File: src/source/mem_map_pkg.sv
//**********************************************************
// Memory map package: address map, boot regions, tohost
// commands and the enum types shared by the interconnect
//**********************************************************
`default_nettype none

package mem_map_pkg;

    // Processor word and DRAM line widths
    localparam int addr_w = 32;
    localparam int line_w = 128;

    // Device field, address bits 31:28
    typedef enum logic [3:0] {
        dev_dram_low = 4'h0,
        dev_virtio   = 4'h4,
        dev_plic     = 4'h5,
        dev_clint    = 4'h6,
        dev_dram     = 4'h8
    } dev_t;

    // Framebuffer slot in the virtio window, bits 27:24
    localparam logic [3:0] virt_fb = 4'h5;

    localparam logic [addr_w-1:0] offset_mask = 32'h07ff_ffff;
    localparam logic [addr_w-1:0] tohost_addr = 32'h4000_1000;

    // Upper half of a tohost word, anything unlisted is idle
    typedef enum logic [15:0] {
        cmd_idle       = 16'h0000,
        cmd_print_char = 16'h0101,
        cmd_power_off  = 16'h0002
    } host_cmd_t;

    // Load and store widths
    typedef enum logic [2:0] {
        f3_lb  = 3'd0,
        f3_lh  = 3'd1,
        f3_lw  = 3'd2,
        f3_lbu = 3'd4,
        f3_lhu = 3'd5
    } funct3_t;
    localparam funct3_t f3_sw = f3_lw;

    // Boot regions in DRAM, in bytes
    localparam logic [addr_w-1:0] boot_image_bytes = 32'd32;
    localparam logic [addr_w-1:0] dtb_start        = 32'h0000_0100;
    localparam logic [addr_w-1:0] dtb_bytes        = 32'd16;

    typedef enum logic [1:0] {
        init_boot_image,
        init_dtb,
        init_done_st
    } init_state_t;

endpackage

`default_nettype wire

File: src/source/boot_loader_ctrl.sv
//**********************************************************
// Boot loader sequencer: writes the loader stream into the
// boot image and device tree regions, keeps a checksum
//**********************************************************
`timescale 1ns/1ns
`default_nettype none

module boot_loader_ctrl (
    input  wire                             CLK,
    input  wire                             rst,
    input  wire                             loader_we,
    input  wire  [mem_map_pkg::addr_w-1:0]  loader_data,
    output logic                            boot_we,
    output logic [mem_map_pkg::addr_w-1:0]  boot_addr,
    output logic                            init_done,
    output logic [mem_map_pkg::addr_w-1:0]  checksum
);

    mem_map_pkg::init_state_t        state;
    logic [mem_map_pkg::addr_w-1:0]  load_addr;
    logic                            last_image_word;
    logic                            last_dtb_word;

    // Last word of each region
    assign last_image_word = load_addr == mem_map_pkg::boot_image_bytes - 4;
    assign last_dtb_word   = load_addr == mem_map_pkg::dtb_start + mem_map_pkg::dtb_bytes - 4;

    // Loader strobes are ignored once both regions are full
    assign boot_we   = loader_we && (state != mem_map_pkg::init_done_st);
    assign boot_addr = load_addr;
    assign init_done = state == mem_map_pkg::init_done_st;

    always_ff @(posedge CLK) begin
        if (rst) begin
            state     <= mem_map_pkg::init_boot_image;
            load_addr <= '0;
        end else if (boot_we) begin
            case (state)
                mem_map_pkg::init_boot_image: begin
                    if (last_image_word) begin
                        load_addr <= mem_map_pkg::dtb_start;
                        state     <= mem_map_pkg::init_dtb;
                    end else begin
                        load_addr <= load_addr + 4;
                    end
                end
                mem_map_pkg::init_dtb: begin
                    load_addr <= load_addr + 4;
                    if (last_dtb_word) begin
                        state <= mem_map_pkg::init_done_st;
                    end
                end
                default: begin
                    state <= state;
                end
            endcase
        end
    end

    // Running sum over every accepted word
    always_ff @(posedge CLK) begin
        if (rst) begin
            checksum <= '0;
        end else if (boot_we) begin
            checksum <= checksum + loader_data;
        end
    end

endmodule

`default_nettype wire

File: src/source/device_router.sv
//**********************************************************
// Device router: decodes processor accesses into DRAM and
// device strobes, returns read data one cycle later
//**********************************************************
`timescale 1ns/1ns
`default_nettype none

module device_router (
    input  wire                             CLK,
    input  wire                             rst,
    input  wire  [mem_map_pkg::addr_w-1:0]  data_addr,
    input  wire                             data_we,
    input  wire                             data_re,
    input  wire                             init_done,
    input  wire                             dram_busy,
    input  wire  [mem_map_pkg::addr_w-1:0]  plic_rdata,
    input  wire  [mem_map_pkg::addr_w-1:0]  clint_rdata,
    input  wire  [mem_map_pkg::addr_w-1:0]  fb_rdata,
    input  wire  [mem_map_pkg::addr_w-1:0]  dram_word,
    output logic                            cpu_dram_we,
    output logic                            cpu_dram_rd,
    output logic                            plic_we,
    output logic                            plic_re,
    output logic                            clint_we,
    output logic                            fb_we,
    output logic [mem_map_pkg::addr_w-1:0]  data_rdata
);

    mem_map_pkg::dev_t  dev;
    logic [3:0]         virt;
    logic               is_dram;
    logic               wr_ok;
    logic               rd_ok;
    logic [3:0]         sel_dev;
    logic [3:0]         sel_virt;

    assign dev  = mem_map_pkg::dev_t'(data_addr[31:28]);
    assign virt = data_addr[27:24];

    assign is_dram = (dev == mem_map_pkg::dev_dram) || (dev == mem_map_pkg::dev_dram_low);

    // Nothing reaches a device until boot is over
    assign wr_ok = data_we && init_done;
    assign rd_ok = data_re && init_done;

    assign cpu_dram_we = wr_ok && is_dram && !dram_busy;
    assign cpu_dram_rd = rd_ok && is_dram && !dram_busy;
    assign plic_we     = wr_ok && (dev == mem_map_pkg::dev_plic);
    assign plic_re     = rd_ok && (dev == mem_map_pkg::dev_plic);
    assign clint_we    = wr_ok && (dev == mem_map_pkg::dev_clint);
    assign fb_we       = wr_ok && (dev == mem_map_pkg::dev_virtio) && (virt == mem_map_pkg::virt_fb);

    // Remember who was addressed, the reply comes next cycle
    always_ff @(posedge CLK) begin
        if (rst) begin
            sel_dev  <= 4'hf;
            sel_virt <= 4'h0;
        end else if (wr_ok || rd_ok) begin
            sel_dev  <= dev;
            sel_virt <= virt;
        end
    end

    always_comb begin
        case (sel_dev)
            mem_map_pkg::dev_plic:     data_rdata = plic_rdata;
            mem_map_pkg::dev_clint:    data_rdata = clint_rdata;
            mem_map_pkg::dev_dram,
            mem_map_pkg::dev_dram_low: data_rdata = dram_word;
            mem_map_pkg::dev_virtio: begin
                data_rdata = (sel_virt == mem_map_pkg::virt_fb) ? fb_rdata : '0;
            end
            default:                   data_rdata = '0;
        endcase
    end

endmodule

`default_nettype wire

File: src/source/load_aligner.sv
//**********************************************************
// Load aligner: picks the addressed bytes out of a DRAM
// line and sign or zero extends them to a word
//**********************************************************
`timescale 1ns/1ns
`default_nettype none

module load_aligner (
    input  wire                             CLK,
    input  wire                             rst,
    input  wire                             capture,
    input  wire  [3:0]                      offset,
    input  wire  mem_map_pkg::funct3_t      ctrl,
    input  wire  [mem_map_pkg::line_w-1:0]  dram_rdata128,
    output logic [mem_map_pkg::addr_w-1:0]  dram_word
);

    logic [3:0]                      r_offset;
    mem_map_pkg::funct3_t            r_ctrl;
    logic [mem_map_pkg::line_w-1:0]  shifted;
    logic [mem_map_pkg::addr_w-1:0]  raw;

    // Held until the line comes back
    always_ff @(posedge CLK) begin
        if (rst) begin
            r_offset <= 4'h0;
            r_ctrl   <= mem_map_pkg::f3_lw;
        end else if (capture) begin
            r_offset <= offset;
            r_ctrl   <= ctrl;
        end
    end

    // Byte offset to bit shift
    assign shifted = dram_rdata128 >> {r_offset, 3'b000};
    assign raw     = shifted[mem_map_pkg::addr_w-1:0];

    always_comb begin
        case (r_ctrl)
            mem_map_pkg::f3_lb:  dram_word = {{24{raw[7]}}, raw[7:0]};
            mem_map_pkg::f3_lh:  dram_word = {{16{raw[15]}}, raw[15:0]};
            mem_map_pkg::f3_lbu: dram_word = {24'h0, raw[7:0]};
            mem_map_pkg::f3_lhu: dram_word = {16'h0, raw[15:0]};
            default:             dram_word = raw;
        endcase
    end

endmodule

`default_nettype wire

File: src/source/host_cmd_unit.sv
//**********************************************************
// Host command register: tohost writes print one character
// or power the system off
//**********************************************************
`timescale 1ns/1ns
`default_nettype none

module host_cmd_unit (
    input  wire                             CLK,
    input  wire                             rst,
    input  wire  [mem_map_pkg::addr_w-1:0]  data_addr,
    input  wire                             data_we,
    input  wire  [mem_map_pkg::addr_w-1:0]  data_wdata,
    output logic                            uart_we,
    output logic [7:0]                      uart_data,
    output logic                            finish
);

    logic [mem_map_pkg::addr_w-1:0]  tohost;
    mem_map_pkg::host_cmd_t          cmd;
    logic                            host_hit;

    assign host_hit = data_we && (data_addr == mem_map_pkg::tohost_addr);
    assign cmd      = mem_map_pkg::host_cmd_t'(tohost[31:16]);

    // A printed character clears the register, power off stays
    always_ff @(posedge CLK) begin
        if (rst) begin
            tohost <= '0;
        end else if (host_hit) begin
            tohost <= data_wdata;
        end else if (cmd == mem_map_pkg::cmd_print_char) begin
            tohost <= {mem_map_pkg::cmd_idle, 16'h0000};
        end
    end

    always_ff @(posedge CLK) begin
        if (rst) begin
            uart_we <= 1'b0;
            finish  <= 1'b0;
        end else begin
            uart_we <= cmd == mem_map_pkg::cmd_print_char;
            // Sticky once set
            if (cmd == mem_map_pkg::cmd_power_off) begin
                finish <= 1'b1;
            end
        end
    end

    // Character byte, only meaningful with uart_we
    always_ff @(posedge CLK) begin
        if (cmd == mem_map_pkg::cmd_print_char) begin
            uart_data <= tohost[7:0];
        end
    end

endmodule

`default_nettype wire

File: src/source/mem_interconnect.sv
//**********************************************************
// Memory interconnect top: shares the DRAM port between
// boot loader and processor, routes device accesses
//**********************************************************
`timescale 1ns/1ns
`default_nettype none

module mem_interconnect (
    input  wire                             CLK,
    input  wire                             rst,
    input  wire                             loader_we,
    input  wire  [mem_map_pkg::addr_w-1:0]  loader_data,
    input  wire  [mem_map_pkg::addr_w-1:0]  data_addr,
    input  wire  [mem_map_pkg::addr_w-1:0]  data_wdata,
    input  wire                             data_we,
    input  wire                             data_re,
    input  wire  mem_map_pkg::funct3_t      data_ctrl,
    input  wire                             dram_busy,
    input  wire  [mem_map_pkg::line_w-1:0]  dram_rdata128,
    input  wire  [mem_map_pkg::addr_w-1:0]  plic_rdata,
    input  wire  [mem_map_pkg::addr_w-1:0]  clint_rdata,
    input  wire  [mem_map_pkg::addr_w-1:0]  fb_rdata,
    output logic                            dram_rd_en,
    output logic                            dram_wr_en,
    output logic [mem_map_pkg::addr_w-1:0]  dram_addr,
    output logic [mem_map_pkg::addr_w-1:0]  dram_wdata,
    output mem_map_pkg::funct3_t            dram_ctrl,
    output logic                            plic_we,
    output logic                            plic_re,
    output logic                            clint_we,
    output logic                            fb_we,
    output logic [mem_map_pkg::addr_w-1:0]  wr_data,
    output logic [mem_map_pkg::addr_w-1:0]  data_rdata,
    output logic                            proc_busy,
    output logic                            init_done,
    output logic [mem_map_pkg::addr_w-1:0]  checksum,
    output logic                            uart_we,
    output logic [7:0]                      uart_data,
    output logic                            finish
);

    logic                            boot_we;
    logic [mem_map_pkg::addr_w-1:0]  boot_addr;
    logic                            cpu_dram_we;
    logic                            cpu_dram_rd;
    logic [mem_map_pkg::addr_w-1:0]  dram_word;
    logic                            host_we;

    boot_loader_ctrl i_boot_loader_ctrl (
        .CLK         (CLK),
        .rst         (rst),
        .loader_we   (loader_we),
        .loader_data (loader_data),
        .boot_we     (boot_we),
        .boot_addr   (boot_addr),
        .init_done   (init_done),
        .checksum    (checksum)
    );

    // Loader owns DRAM until boot completes
    assign dram_wr_en = init_done ? cpu_dram_we : boot_we;
    assign dram_rd_en = cpu_dram_rd;
    assign dram_addr  = init_done ? (data_addr & mem_map_pkg::offset_mask) : boot_addr;
    assign dram_wdata = init_done ? data_wdata : loader_data;
    assign dram_ctrl  = init_done ? data_ctrl : mem_map_pkg::f3_sw;

    assign wr_data   = data_wdata;
    assign proc_busy = !init_done || dram_busy;

    device_router i_device_router (
        .CLK         (CLK),
        .rst         (rst),
        .data_addr   (data_addr),
        .data_we     (data_we),
        .data_re     (data_re),
        .init_done   (init_done),
        .dram_busy   (dram_busy),
        .plic_rdata  (plic_rdata),
        .clint_rdata (clint_rdata),
        .fb_rdata    (fb_rdata),
        .dram_word   (dram_word),
        .cpu_dram_we (cpu_dram_we),
        .cpu_dram_rd (cpu_dram_rd),
        .plic_we     (plic_we),
        .plic_re     (plic_re),
        .clint_we    (clint_we),
        .fb_we       (fb_we),
        .data_rdata  (data_rdata)
    );

    load_aligner i_load_aligner (
        .CLK           (CLK),
        .rst           (rst),
        .capture       (dram_rd_en),
        .offset        (dram_addr[3:0]),
        .ctrl          (data_ctrl),
        .dram_rdata128 (dram_rdata128),
        .dram_word     (dram_word)
    );

    // tohost is a processor access as well
    assign host_we = data_we && init_done;

    host_cmd_unit i_host_cmd_unit (
        .CLK        (CLK),
        .rst        (rst),
        .data_addr  (data_addr),
        .data_we    (host_we),
        .data_wdata (data_wdata),
        .uart_we    (uart_we),
        .uart_data  (uart_data),
        .finish     (finish)
    );

endmodule

`default_nettype wire

File: config.mk
export PLATFORM = sky130hd
export DESIGN_NAME = mem_interconnect
export DESIGN_NICKNAME = d
export VERILOG_FILES = /design/src/source/mem_map_pkg.sv /design/src/source/boot_loader_ctrl.sv /design/src/source/device_router.sv /design/src/source/load_aligner.sv /design/src/source/host_cmd_unit.sv /design/src/source/mem_interconnect.sv
export SDC_FILE = /design/constraint.sdc
export NUM_CORES = 1
export LEC_CHECK = 0
export BUFFER_PORTS_ARGS = -buffer_cell sky130_fd_sc_hd__buf_4
export CAP_MARGIN = 20
export CORE_AREA = 3 3 198 200
export DETAILED_ROUTE_END_ITERATION = 8
export DIE_AREA = 0 0 201 203
export GPL_TIMING_DRIVEN = 1
export PLACE_DENSITY = 0.68
export SYNTH_ARGS = -nofsm -noshare
export SYNTH_HDL_FRONTEND = slang
export SYNTH_HIERARCHICAL = 1
export SYNTH_SLANG_ARGS = --single-unit
export TNS_END_PERCENT = 1
File: constraint.sdc
create_clock -name CLK -period 4.8 [get_ports CLK]
set_input_delay 0.48 -clock CLK [delete_from_list [all_inputs] [get_ports CLK]]
set_output_delay 0.48 -clock CLK [all_outputs]
set_load 0.02 [all_outputs]
# Word level (Yosys, flattened, before mapping)
# Cells that the tools add are included.
dict set report op_classes {
  addsub 2
  n_eq_ne 23
  shifts 1
  muxes 14
  n_reduce_logical 27
}
# operator n
set op_table {}
lappend op_table {{one-hot mux 32 bit (4 select lines)} 2}
lappend op_table {{two-way mux 32 bit} 6}
lappend op_table {{right shift 128 x 7 -> 32 bit} 1}
lappend op_table {{one-hot mux 32 bit (2 select lines)} 1}
lappend op_table {{adder 32 x 3 -> 32 bit (second input constant)} 1}
lappend op_table {{adder 32 bit} 1}
lappend op_table {{== test 32 x 31 -> 1 bit (second input constant)} 1}
lappend op_table {{== test 32 x 5 -> 1 bit (second input constant)} 1}
lappend op_table {{== test 32 x 9 -> 1 bit (second input constant)} 1}
lappend op_table {{== test 4 x 3 -> 1 bit (second input constant)} 8}
lappend op_table {{== test 16 x 2 -> 1 bit (second input constant)} 1}
lappend op_table {{== test 16 x 9 -> 1 bit (second input constant)} 1}
lappend op_table {{logical AND 1 bit} 13}
lappend op_table {{== test 4 bit (second input constant)} 2}
lappend op_table {{zero test 4 bit} 2}
lappend op_table {{== test 3 bit (second input constant)} 2}
lappend op_table {{two-way mux 2 bit} 2}
lappend op_table {{!= test 2 x 1 -> 1 bit (second input constant)} 2}
lappend op_table {{one-hot mux 2 bit (2 select lines)} 1}
lappend op_table {{AND reduction 4 bit} 1}
lappend op_table {{nonzero test 2 bit} 2}
lappend op_table {{== test 3 x 1 -> 1 bit (second input constant)} 1}
lappend op_table {{zero test 3 bit} 1}
lappend op_table {{logical OR 1 bit} 3}
lappend op_table {{other kinds (9)} 10}
dict set report totals {
  ff_bits 123
  input_bits 329
  out_inout_bits 181
  wordCells 78
}

# Longest topological paths before layout
dict set report depth {
  ltp_word 5
  ltp_mapped 11
  depth_no_buf 10
}

# Modules after synthesis
# The synthesis kept the hierarchy.
# mod instances cells_per_inst area_per_inst_um2 seq_area_each_um2
set by_module_without_submodules {}
lappend by_module_without_submodules {boot_loader_ctrl 1 549 4266.6 1281.2}
lappend by_module_without_submodules {load_aligner 1 429 3841.2 140.1}
lappend by_module_without_submodules {host_cmd_unit 1 159 1632.8 760.7}
lappend by_module_without_submodules {device_router 1 201 1473.9 160.2}
lappend by_module_without_submodules {mem_interconnect 1 110 1340.0 0.0}

# Least setup slack after synthesis
# Ideal clock, no wire load.
dict set report synth_path {
  path_type {register to output}
  start {register i_load_aligner.r_offset[1]}
  end {output port data_rdata[0] (netlist bit)}
  arrival_time_ns 2.522
  t_required_ns 4.320
  setup_slack_ns 1.798
  stages_incl_launch_ff 11
  path_buffers 4
  cell_sequence {dfxtp_1 buf_2 buf_4 buf_2 buf_2 mux2i_1 mux4_2 mux2i_1 or3b_2 a21oi_1 a211o_1}
}
dict set report synth_via {
  elab_chain_len 3
}
# element line
set synth_lines {}
lappend synth_lines {{start: declaration} load_aligner.sv:18} ;# logic [3:0] r_offset;
lappend synth_lines {{start signal: assignment} load_aligner.sv:29} ;# r_offset <= offset;
lappend synth_lines {{right shift 128 x 7 -> 32 bit} load_aligner.sv:35} ;# assign shifted = dram_rdata128 >> {r_offset, 3'b000};
lappend synth_lines {{one-hot mux 32 bit (4 select lines)} load_aligner.sv:39} ;# case (r_ctrl)
lappend synth_lines {{net dram_word, one bit} mem_interconnect.sv:46} ;# logic [mem_map_pkg::addr_w-1:0] dram_word;
lappend synth_lines {{one-hot mux 32 bit (4 select lines)} device_router.sv:65} ;# case (sel_dev)
lappend synth_lines {{end: declaration} mem_interconnect.sv:33} ;# output logic [mem_map_pkg::addr_w-1:0] data_rdata,
# The timed path passes the listed nets, and every way through them passes these cells.

# Worst setup path after layout
dict set report layout_path {
  start {register i_load_aligner.r_offset[1]}
  end {output port data_rdata[28] (netlist bit)}
}
# The elaborated chain is that of the path after synthesis.

==> flow_summary.ini <==
[outcome]
status = finished clean

[timing]
worst_pin_slew_ns = 1.07
setup_violations = 0
layout_setup_ws_ns = 0.724
finalCritPeriodShare_pct = 84.9
hold_viol_final = 0
maxSlewViolCount = 0
max_slew_margin_pct = 28.9
fin_crit_ns = 4.08
rsz0062_at_grt = false
fin_tns_setup_ns = 0
fin_worst_skew_ns = 0.00996
timing.fmax_ghz = 0.245
hold_slack_ns = 0.240

[grt]
grt_usage_pct = 25.6
grt_pass1_vias = 13200
grt_max_degree = 90
overflow = 0
antenna_found_initial = 2
grt_pass1_wl_microns = 81400

[power]
ir_drop_mv = 0.246
power.leakage_nw = 6.80
p_total_w = 0.00340
p_per_area_mw_per_mm2 = 201

[logic_synthesis]
synth_edf_count = 8
syn_inst = 1448
synth_top_area_cell = dfxtp_1
synthFlopType = dfxtp_1
synth_area_per_cell_sq_um = 8.67
synth_seq_cells = 113
ys_seq_area_share_pct = 18.7
yosysMostFrequentCell = mux2i_1
ys_types = 88
synthArstFlopShare_pct = 0
synth_warnings = 6
synthTopCellsByArea = dfxtp_1, mux2i_1, mux2_4, mux4_2, a21oi_1
synth_area_sq_mm = 0.0126
synth_common_cells = mux2i_1, a21oi_1, nand2_1
synth_top_cell_area_share_pct = 16.7

[final_layout]
fin_nets = 2213
drive_gt1_share_pct = 37.1
area_growth_pct = 34.5

[placement]
dp_slack_ns = 1.20
io_buffer_count = 509
dpl.hpwl_microns = 45400
place.gp.congestion = 1.04

[clock_network]
cts-htree-levels = 4
cts_buffers = 17
postCtsSetupBuffers = 0
cts_root_buffer = clkbuf_16
clk_pin_slew_ns = 0.06
clock_sink_count = 113
clockBufferDepth = 2
insertion_delay_ns = 0.41
postCtsHoldBufs = 0
post_cts_resized = 0
cts_tree = yes

[worst_hold_path]
hold_depth = 2
hp-class = in2reg
hold_end = i_boot_loader_ctrl/boot_addr[8]
worstHoldStart = rst

[floorplanning]
num_io_pins = 510
dieArea_sq_mm = 0.0408
die_y_microns = 203
initial_core_util_pct = 33.4
die_x_microns = 201
coreArea_sq_mm = 0.0376
row_count = 71

[drt]
drtAntennaViolNets = 0
wl_per_cell_microns = 23.4
wl_microns = 55600
drc_errors = 0
num_vias = 13500
dr.pass1.iters = 6
avgViaCountPerCell = 5.68
drtIter0Drc = 926

[critical_path]
r2r_cells = 6
worstPathArrival_ns = 3.60
r2r-start = i_boot_loader_ctrl/boot_addr[5]
required_ns = 4.32
r2r_setup_slack_ns = 1.93
path_max_fanout = 60
criticalPathCategory = reg2out
r2r_end = i_boot_loader_ctrl/boot_addr[19]
endpoint_kind = output port
cp-start-kind = flop

[flow_run]
drv_cap = 0
==> power breakdown <==
| part | total [W] | switching (W) | leakage (nW) | internal [W] |
|---|---|---|---|---|
| logic | 0.00113 | 0.000594 | 5.58 | 0.000532 |
| clock network | 0.00125 | 0.000483 | 0.286 | 0.000764 |
| registers | 0.00103 | 0.0000400 | 0.927 | 0.000986 |
==> cell families (layout without fill, tap and decap cells) <==
logic type                 Yosys count  after routing  share of synthesized area, %
AOI/OAI and AO/OA                  349            349                          19.0
xor gates and xnor gates            47             47                          3.28
adders and majority gates           33             33                          3.35
buffers and inverters              172            587                          8.03
DFF                                113            113                          18.7
muxes                              253            253                          26.3
other                                1              3                        0.0299
and+or+nand+nor                    480            480                          21.4
==> routing by layer <==
layer | GRT usage, % | routed length, microns | vias to the layer above
met4 | 10.8 | 2450 | 2
met2 | 46.0 | 27800 | 642
met5 | 0 | 13 | -
met1 | 30.0 | 21400 | 6494
li1 | - | - | 6260
met3 | 4.70 | 3920 | 106
==> metrics by stage <==
step / utilization (%) / area, sq um / instances
2_1_floorplan: - / 12600 / 1449
3_3_place_gp: 43.4 / 16300 / 2343
3_5_place_dp: 43.4 / 16300 / 2343
4_1_cts: 44.9 / 16900 / 2375
5_1_grt: 44.9 / 16900 / 2376
6_report: 44.9 / 16900 / 2376
==> registers in the layout, summed over array words and instances (netlist names) <==
name,flops
i_boot_loader_ctrl/boot_addr,30
i_boot_loader_ctrl/checksum,32
i_boot_loader_ctrl/state,2
i_device_router/sel_dev,4
i_device_router/sel_virt,4
i_host_cmd_unit/finish,1
i_host_cmd_unit/tohost,24
i_host_cmd_unit/uart_data,8
i_host_cmd_unit/uart_we,1
i_load_aligner/r_ctrl,3
i_load_aligner/r_offset,4
==> cell type report <==
| cell class | instances | area (sq um) |
|---|---|---|
| Tap cell | 511 | 639 |
| Multi-Input combinational cell | 1164 | 9220 |
| Clock inverter | 13 | 125 |
| Antenna cell | 1 | 2.50 |
| Inverter | 26 | 100 |
| Timing Repair Buffer | 529 | 3980 |
| Sequential cell | 113 | 2350 |
| Clock buffer | 19 | 464 |
| Fill cell | 3696 | 20700 |
==> cells in the final DEF, fill, tap and decap left out, types with 18 or more instances in the layout <==
cell type	instances
a21o_1	19
a21oi_1	113
a221o_1	27
buf_4	528
clkbuf_16	18
dfxtp_1	101
ha_1	32
inv_1	23
mux2_4	60
mux2i_1	143
mux4_2	36
nand2_1	112
nand3_1	25
nand3b_1	62
nand4_1	39
nor2_1	101
nor2b_1	26
o21ai_0	35
o31ai_1	18
xnor2_1	24
xor2_1	23
==> worst max-delay path by stage <==
stage,from,to,depth (start not counted)
finish,i_load_aligner/r_offset[1],data_rdata[28],8
global route,i_load_aligner/r_offset[1],data_rdata[30],8
CTS,i_load_aligner/r_offset[1],data_rdata[28],8
detailed placement,i_load_aligner/r_offset[1],data_rdata[28],8
global placement,i_load_aligner/r_offset[1],data_rdata[28],8
floorplan,i_load_aligner/r_offset[1],data_rdata[0],10
==> worst max-delay path, stage by stage, from the launching register on <==
cell	delay [ns]
dfxtp_4	0.93
buf_12	0.37
mux2i_1	0.27
nor3_1	0.06
nor3_1	0.48
o31ai_4	0.23
a31o_1	0.28
a221o_1	0.36
buf_4	0.17
(Power assumes the default switching activity.)
